==> src/include/fetch_defs.svh <==
`ifndef FETCH_DEFS_SVH
`define FETCH_DEFS_SVH

// ******************************
// Cache geometry.
// ******************************
`define FETCH_OFFSET_BITS 4
`define FETCH_INDEX_BITS  2
`define FETCH_TAG_BITS    (32 - `FETCH_OFFSET_BITS - `FETCH_INDEX_BITS)
`define FETCH_LINES       (1 << `FETCH_INDEX_BITS)
`define FETCH_LINE_BITS   ((1 << `FETCH_OFFSET_BITS) * 8)

// AXI length for a four-beat line.
`define FETCH_BURST_LEN   8'd3

// ******************************
// Address map and traps.
// ******************************
`define FETCH_RESET_PC    32'h8000_0000
`define FETCH_SRAM_REGION 8'h0f
`define FETCH_TRAP_DELAY  4

`endif

==> src/design/fetch_pkg.sv <==
`include "fetch_defs.svh"

package fetch_pkg;

  // One cache line.
  typedef struct packed {
    logic                         valid;
    logic [`FETCH_TAG_BITS-1:0]   tag;
    logic [`FETCH_LINE_BITS-1:0]  data;
  } line_t;

  // Burst read request toward memory.
  typedef struct packed {
    logic [31:0] addr;
    logic [7:0]  len;
  } read_req_t;

  // One returned data beat.
  typedef struct packed {
    logic [31:0] data;
    logic        last;
  } fill_beat_t;

  // Payload handed to decode.
  typedef struct packed {
    logic [31:0] pc;
    logic [31:0] inst;
  } fetch_out_t;

endpackage

==> src/design/icache_array.sv <==
`timescale 1ns/1ps
`include "fetch_defs.svh"

module icache_array (
  input  logic                          clock,
  input  logic                          reset,
  input  logic                          flush,
  input  logic [`FETCH_INDEX_BITS-1:0]  lookup_index,
  input  logic [`FETCH_TAG_BITS-1:0]    lookup_tag,
  input  logic [1:0]                    word_select,
  input  logic                          fill_enable,
  input  logic [31:0]                   fill_data,
  output logic                          hit,
  output logic [31:0]                   hit_word
);

  fetch_pkg::line_t lines [`FETCH_LINES];
  fetch_pkg::line_t sel_line;

  assign sel_line = lines[lookup_index];

  // Lookup is purely combinational.
  assign hit      = sel_line.valid && (sel_line.tag == lookup_tag);
  assign hit_word = sel_line.data[word_select * 32 +: 32];

  // ******************************
  // Fill and flush.
  // ******************************
  always_ff @(posedge clock) begin
    if (fill_enable) begin
      // New beat enters at the top, older words move down.
      lines[lookup_index].data  <= {fill_data,
                                    sel_line.data[`FETCH_LINE_BITS-1:32]};
      lines[lookup_index].tag   <= lookup_tag;
      lines[lookup_index].valid <= 1'b1;
    end
    if (reset || flush) begin
      for (int i = 0; i < `FETCH_LINES; i++) begin
        lines[i].valid <= 1'b0;
      end
    end
  end

endmodule

==> src/design/line_refill.sv <==
`timescale 1ns/1ps

module line_refill (
  input  logic                   clock,
  input  logic                   reset,
  input  fetch_pkg::read_req_t   req,
  input  logic                   req_start,
  input  logic                   arready,
  input  logic                   rvalid,
  input  logic [31:0]            rdata,
  input  logic                   rlast,
  output logic [31:0]            araddr,
  output logic [7:0]             arlen,
  output logic                   arvalid,
  output logic                   rready,
  output fetch_pkg::fill_beat_t  beat,
  output logic                   beat_valid,
  output logic                   refill_done
);

  typedef enum logic [1:0] {
    RF_IDLE,
    RF_ADDR,
    RF_DATA
  } refill_state_t;

  refill_state_t state;

  // ******************************
  // Burst FSM.
  // ******************************
  always_ff @(posedge clock) begin
    if (reset) begin
      state   <= RF_IDLE;
      arvalid <= 1'b0;
      rready  <= 1'b0;
    end else begin
      case (state)
        RF_IDLE: begin
          if (req_start) begin
            state   <= RF_ADDR;
            arvalid <= 1'b1;
          end
        end
        RF_ADDR: begin
          if (arready) begin
            state   <= RF_DATA;
            arvalid <= 1'b0;
            rready  <= 1'b1;
          end
        end
        RF_DATA: begin
          if (rvalid && rlast) begin
            state  <= RF_IDLE;
            rready <= 1'b0;
          end
        end
        default: state <= RF_IDLE;
      endcase
    end
  end

  // Address held stable while arvalid is up.
  always_ff @(posedge clock) begin
    if (state == RF_IDLE && req_start) begin
      araddr <= req.addr;
      arlen  <= req.len;
    end
  end

  assign beat_valid  = rready && rvalid;
  assign beat.data   = rdata;
  assign beat.last   = rlast;
  assign refill_done = beat_valid && rlast;

endmodule

==> src/design/fetch_unit.sv <==
`timescale 1ns/1ps
`include "fetch_defs.svh"

module fetch_unit (
  input  logic                          clock,
  input  logic                          reset,
  input  logic [31:0]                   npc,
  input  logic                          npc_valid,
  input  logic                          idu_ready,
  input  logic                          block,
  input  logic                          clear_pipeline,
  input  logic                          hit,
  input  logic [31:0]                   hit_word,
  input  fetch_pkg::fill_beat_t         beat,
  input  logic                          beat_valid,
  input  logic                          refill_done,
  output logic                          inst_valid,
  output fetch_pkg::fetch_out_t         fetch_out,
  output logic [`FETCH_INDEX_BITS-1:0]  lookup_index,
  output logic [`FETCH_TAG_BITS-1:0]    lookup_tag,
  output logic [1:0]                    word_select,
  output logic                          fill_enable,
  output fetch_pkg::read_req_t          req,
  output logic                          req_start,
  output logic                          enable,
  output logic                          inst_addr_misaligned
);

  localparam int DEPTH = `FETCH_TRAP_DELAY;
  localparam int OFF   = `FETCH_OFFSET_BITS;
  localparam int IDX   = `FETCH_INDEX_BITS;

  typedef enum logic {
    ST_LOOKUP,
    ST_WAIT
  } fetch_state_t;

  fetch_state_t     state;
  logic [31:0]      pc;
  logic [31:0]      miss_addr;
  logic [31:0]      cur_addr;
  logic             pipeline_empty;
  logic [DEPTH-1:0] trap_shift;
  logic [DEPTH-1:0] trap_next;
  logic             lookup_go;
  logic             pc_sram;
  logic             miss_sram;
  logic             cached_hit;
  logic             may_issue;
  logic             trap_set;
  logic             deliver_beat;

  assign pc_sram    = pc[31:24] == `FETCH_SRAM_REGION;
  assign miss_sram  = miss_addr[31:24] == `FETCH_SRAM_REGION;
  assign lookup_go  = (state == ST_LOOKUP) && !block && idu_ready && !clear_pipeline;
  assign cached_hit = hit && !pc_sram;

  // Only go to memory on a known-good path.
  assign may_issue = pipeline_empty || (npc_valid && npc == pc);
  assign req_start = lookup_go && !cached_hit && may_issue && pc[1:0] == 2'b00;
  assign trap_set  = lookup_go && !cached_hit && may_issue && pc[1:0] != 2'b00;

  // Line-aligned burst, or a single word in SRAM.
  assign req.addr = pc_sram ? pc : {pc[31:OFF], {OFF{1'b0}}};
  assign req.len  = pc_sram ? 8'd0 : `FETCH_BURST_LEN;

  // Cache port follows the miss address during a burst.
  assign cur_addr     = (state == ST_WAIT) ? miss_addr : pc;
  assign lookup_index = cur_addr[OFF+IDX-1:OFF];
  assign lookup_tag   = cur_addr[31:OFF+IDX];
  assign word_select  = cur_addr[3:2];

  assign fill_enable  = (state == ST_WAIT) && beat_valid && !miss_sram;
  // A redirect during an SRAM read drops the stale word.
  assign deliver_beat = (state == ST_WAIT) && beat_valid && miss_sram &&
                        pc == miss_addr && !clear_pipeline;

  assign enable               = state == ST_WAIT;
  assign inst_addr_misaligned = trap_shift[DEPTH-1];

  always_comb begin
    trap_next    = block ? trap_shift : {trap_shift[DEPTH-2:0], trap_shift[0]};
    trap_next[0] = trap_next[0] | trap_set;
  end

  // ******************************
  // State and pc.
  // ******************************
  always_ff @(posedge clock) begin
    if (reset) begin
      state <= ST_LOOKUP;
    end else if (req_start) begin
      state <= ST_WAIT;
    end else if (state == ST_WAIT && refill_done) begin
      state <= ST_LOOKUP;
    end
  end

  always_ff @(posedge clock) begin
    if (reset) begin
      pc             <= `FETCH_RESET_PC;
      inst_valid     <= 1'b0;
      pipeline_empty <= 1'b1;
      trap_shift     <= '0;
    end else if (clear_pipeline) begin
      pc             <= npc;
      inst_valid     <= 1'b0;
      pipeline_empty <= 1'b1;
      trap_shift     <= '0;
    end else begin
      trap_shift <= trap_next;
      if (lookup_go) begin
        inst_valid <= cached_hit;
        if (cached_hit) begin
          pc             <= pc + 32'd4;
          pipeline_empty <= 1'b0;
        end
      end else if (deliver_beat) begin
        inst_valid     <= 1'b1;
        pc             <= pc + 32'd4;
        pipeline_empty <= 1'b0;
      end
    end
  end

  // ******************************
  // Decode payload.
  // ******************************
  always_ff @(posedge clock) begin
    if (req_start) begin
      miss_addr <= pc;
    end
    if (lookup_go && cached_hit) begin
      fetch_out.pc   <= pc;
      fetch_out.inst <= hit_word;
    end else if (deliver_beat) begin
      fetch_out.pc   <= pc;
      fetch_out.inst <= beat.data;
    end else if (trap_set) begin
      fetch_out.pc <= pc;
    end
  end

endmodule

==> src/design/fetch_top.sv <==
`timescale 1ns/1ps
`include "fetch_defs.svh"

module fetch_top (
  input  logic                   clock,
  input  logic                   reset,
  input  logic [31:0]            npc,
  input  logic                   npc_valid,
  input  logic                   idu_ready,
  input  logic                   block,
  input  logic                   clear_cache,
  input  logic                   clear_pipeline,
  input  logic                   arready,
  input  logic                   rvalid,
  input  logic [31:0]            rdata,
  input  logic [1:0]             rresp,
  input  logic                   rlast,
  output logic                   inst_valid,
  output fetch_pkg::fetch_out_t  fetch_out,
  output logic [31:0]            araddr,
  output logic [7:0]             arlen,
  output logic                   arvalid,
  output logic                   rready,
  output logic                   enable,
  output logic                   inst_addr_misaligned
);

  // Response code is not checked.

  logic [`FETCH_INDEX_BITS-1:0] lookup_index;
  logic [`FETCH_TAG_BITS-1:0]   lookup_tag;
  logic [1:0]                   word_select;
  logic                         fill_enable;
  logic                         hit;
  logic [31:0]                  hit_word;
  fetch_pkg::read_req_t         req;
  logic                         req_start;
  fetch_pkg::fill_beat_t        beat;
  logic                         beat_valid;
  logic                         refill_done;

  fetch_unit u_fetch_unit (
    .clock                (clock),
    .reset                (reset),
    .npc                  (npc),
    .npc_valid            (npc_valid),
    .idu_ready            (idu_ready),
    .block                (block),
    .clear_pipeline       (clear_pipeline),
    .hit                  (hit),
    .hit_word             (hit_word),
    .beat                 (beat),
    .beat_valid           (beat_valid),
    .refill_done          (refill_done),
    .inst_valid           (inst_valid),
    .fetch_out            (fetch_out),
    .lookup_index         (lookup_index),
    .lookup_tag           (lookup_tag),
    .word_select          (word_select),
    .fill_enable          (fill_enable),
    .req                  (req),
    .req_start            (req_start),
    .enable               (enable),
    .inst_addr_misaligned (inst_addr_misaligned)
  );

  icache_array u_icache_array (
    .clock        (clock),
    .reset        (reset),
    .flush        (clear_cache),
    .lookup_index (lookup_index),
    .lookup_tag   (lookup_tag),
    .word_select  (word_select),
    .fill_enable  (fill_enable),
    .fill_data    (beat.data),
    .hit          (hit),
    .hit_word     (hit_word)
  );

  line_refill u_line_refill (
    .clock       (clock),
    .reset       (reset),
    .req         (req),
    .req_start   (req_start),
    .arready     (arready),
    .rvalid      (rvalid),
    .rdata       (rdata),
    .rlast       (rlast),
    .araddr      (araddr),
    .arlen       (arlen),
    .arvalid     (arvalid),
    .rready      (rready),
    .beat        (beat),
    .beat_valid  (beat_valid),
    .refill_done (refill_done)
  );

endmodule

==> config.mk <==
export PLATFORM = sky130hd
export DESIGN_NAME = fetch_top
export DESIGN_NICKNAME = d
export VERILOG_FILES = /design/src/design/fetch_pkg.sv /design/src/design/icache_array.sv /design/src/design/line_refill.sv /design/src/design/fetch_unit.sv /design/src/design/fetch_top.sv
export VERILOG_INCLUDE_DIRS = /design/src /design/src/include
export SDC_FILE = /design/constraint.sdc
export NUM_CORES = 1
export LEC_CHECK = 0
export ABC_AREA = 0
export BUFFER_PORTS_ARGS = -buffer_cell sky130_fd_sc_hd__buf_2
export CAP_MARGIN = 20
export CELL_PAD_IN_SITES_DETAIL_PLACEMENT = 1
export CELL_PAD_IN_SITES_GLOBAL_PLACEMENT = 2
export CORE_MARGIN = 10
export CORE_UTILIZATION = 43
export DETAILED_ROUTE_END_ITERATION = 10
export PLACE_DENSITY = 0.85
export SKIP_CTS_REPAIR_TIMING = 1
export SYNTH_ARGS = -nofsm -noshare
export SYNTH_HDL_FRONTEND = slang
export SYNTH_HIERARCHICAL = 1
export SYNTH_SLANG_ARGS = --single-unit
==> constraint.sdc <==
create_clock -name clock -period 12.74 [get_ports clock]
set_input_delay 0.637 -clock clock [delete_from_list [all_inputs] [get_ports clock]]
set_output_delay 0.637 -clock clock [all_outputs]
set_load 0.005 [all_outputs]
==> metrics.md <==
| Metric | Value |
|---|---|
| Cts bufs inserted | `83` |
| Clock-pin slew on the worst setup and hold paths | `around 0.06 ns` |
| Crit-path max cell delay | `slightly below 0.9 ns` |
| Clock latency on the worst-skew pair | `roughly 0.65 ns` |
| Crit-path cells | `mux2_8, buf_4, buf_4, mux4_2, xor2_1, nor4_1, nand4_1, nor4_2, nand4_1, buf_4, nand2b_2, nand2_2, or2_2` |
| Post-Route Setup TNS | `0 ns` |
| Post-DP HPWL | `slightly above 40000 um` |
| Wire per inst | `about 25 um` |
| Critical path buffers and inverters | `3` |
| Filler Cell Count | `a little under 7000` |
| Slew Viols, Final | `0` |
| Worst Hold End | `u_icache_array/lines[1][112]` |
| Worst Path Required | `approximately 13 ns` |
| Reg2reg setup slack | `approximately 6 ns` |
| Slew margin rel. | `a little under 30%` |
| Max-cap violations | `0` |
| DIE HEIGHT | `around 290 um` |
| Minimum clock period after layout | `around 6.6 ns` |
| YS warnings | `6` |
| R2r worst-path depth | `13` |
| Delay-heaviest family, CP | `simple AND/OR/NAND/NOR gates` |
| Final hold vios | `0` |
| DRT Pass-1 Iters | `5` |
| CP endpoint kind | `register` |
| Arrival time worst endpoint | `slightly below 7 ns` |
| Worst Hold Depth | `1` |
| Vias in the first global route | `approximately 17000` |
| Die Wd | `roughly 300 um` |
| Synthesized instance count | `1613` |
| Syn_area_per_cell | `between 15 and 20 um^2` |
| Final ANT Viol Nets | `0` |
| Initial core utilization | `between 40% and 50%` |
| Drt drc | `0` |
| RSZ-0062 raised after global routing | `no` |
| Clock skew | `~0.035 ns` |
| Leakage | `11.7 nW` |
| GPL Wtd Cong | `around 0.78` |
| Port buffer count | `182` |
| Final setup fails | `0` |
| Core Region | `approximately 74000 um^2` |
| Area grow syn2layout | `13.7%` |
| Netlist Area Pre-Place | `~32000 um^2` |
| Deepest clock path buffer count | `3` |
| CP max-delay cell | `buf_4` |
| Crit Path Max Fanout | `60` |
| Max Clk Rate | `0.152 GHz` |
| Status | `finished, final reports clean` |
| GRT Residual Overflow | `0` |
| Antenna violations before repair | `10` |
| H-tree depth | `3` |
| Via count | `15650` |
| Nets | `between 1500 and 2000` |
| First-pass GRT wire length | `around 110000 um` |
| Peak VDD IR | `between 0.09 and 0.1 mV` |
| Via density | `roughly 5.6` |
| IO Pins | `about 190` |
| Pwr per Cell Area | `~160 nW/um^2` |
| Number of clock sinks | `799` |
| R2r startpoint | `u_fetch_unit/pc[5]` |
| Crit Path Category | `register to register` |
| Startpoint Class | `register` |
| Min-Delay Startpoint | `rdata[16]` |
| CTS root buffer | `clkbuf_16` |
| All-Layer GR Usage | `16.5%` |
| Share of cells above drive strength 1 | `between 30% and 40%` |
| Most common cell on crit path | `buf_4` |
| Full die area | `about 86000 um^2` |
| Critical R2R Capture | `u_fetch_unit/fetch_out[51]` |
| Fin util | `49.1%` |
| Largest net degree at the start of global routing | `156` |
| WL final | `slightly above 70000 um` |
| Tightest Pin Transition | `1.06 ns` |
| Period utilization | `51.8%` |
| Row cnt | `100` |
| DR iter-0 viols | `slightly below 1000` |
| CTS tree | `done` |
| Hold WC Path Type | `input pin to register` |
## worst max path at each step
stage | start | endpoint | slack [ns] | cells after the start
2_1_floorplan | u_fetch_unit/enable | u_icache_array/lines[1][0] | 3.58 | 9
3_3_place_gp | u_fetch_unit/pc[5] | u_fetch_unit/fetch_out[53] | 6.07 | 13
3_5_place_dp | u_fetch_unit/pc[5] | u_fetch_unit/fetch_out[62] | 6.02 | 13
4_1_cts | u_fetch_unit/pc[5] | u_fetch_unit/fetch_out[51] | 6.00 | 13
5_1_grt | u_fetch_unit/pc[5] | u_fetch_unit/fetch_out[60] | 5.75 | 13
6_report | u_fetch_unit/pc[5] | u_fetch_unit/fetch_out[51] | 6.15 | 13
## routing by layer
metal | track usage [%] | up-vias | share of wire [%]
li1 | - | 6742 | -
met2 | 27.3 | 443 | 50
met1 | 21.3 | 8315 | 42
met5 | 0 | - | 0.16
met3 | 4.22 | 132 | 6.2
met4 | 5.05 | 18 | 2.2
## cell usage in the layout (no fill, tap or decap), drive strengths merged, types with 3 or more instances in the layout
cell and count:
edfxtp 752, buf 204, mux4 176, clkbuf 97
xnor2 59, mux2 52, dfxtp 47, xor2 43
nor2 40, clkinv 38, nand2 32, mux2i 27
inv 22, a211oi 22, nand4 19, o21ai 16
bufinv 13, a21oi 13, nor4 12, and3 11
nand3 9, a311oi 9, nand3b 8, o21a 8
nor3 8, clkinvlp 6, and2 6, conb 6
a31oi 5, a31o 5, a21bo 5, a221oi 5
nand2b 5, nor2b 4, a2111oi 4, and4 3
o22ai 3
## per-stage QoR
step           hold WS (ns)  power, mW  worst slack, ns  cells  cell area [um^2]
3_3_place_gp          0.441       3.31             6.07   2635             33500
3_5_place_dp          0.458       3.33             6.02   2635             33500
5_1_grt               0.200       6.01             5.75   2791             36400
4_1_cts               0.178       5.87             6.00   2790             36400
2_1_floorplan         0.432       3.24             3.58   1618             32100
6_report              0.219       5.80             6.15   2792             36400
## state kept, by name (all words and copies together), names as in the netlist
| register | flops |
|---|---|
| u_line_refill/arvalid | 1 |
| u_line_refill/rready | 1 |
| u_fetch_unit/pc | 32 |
| u_fetch_unit/enable | 1 |
| u_fetch_unit/pipeline_empty | 1 |
| u_fetch_unit/inst_valid | 1 |
| u_icache_array/lines | 620 |
| u_line_refill/state | 2 |
| u_fetch_unit/fetch_out | 64 |
| u_fetch_unit/trap_shift | 4 |
| u_line_refill/arlen | 8 |
| u_line_refill/araddr | 32 |
| u_fetch_unit/miss_addr | 32 |
## cell type report
class,count,area [um^2],share of cell area (%)
diodes,2,5.00,0.0137
clock buffers,97,2160,5.93
clock inverters,58,746,2.05
inverters,21,78.8,0.216
multi-input cells,642,7600,20.9
flip-flops and latches,799,23500,64.6
well taps,969,1210,3.33
repair buffers,204,1110,3.06
## power breakdown
part           switching (mW)  internal [mW]  total (mW)  leakage (nW)
Sequential             0.0296           2.91        2.94          7.18
Clock                    1.03           1.50        2.53          1.40
Combinational           0.183          0.151       0.333          3.10
Power figures use the tool's default switching activity.
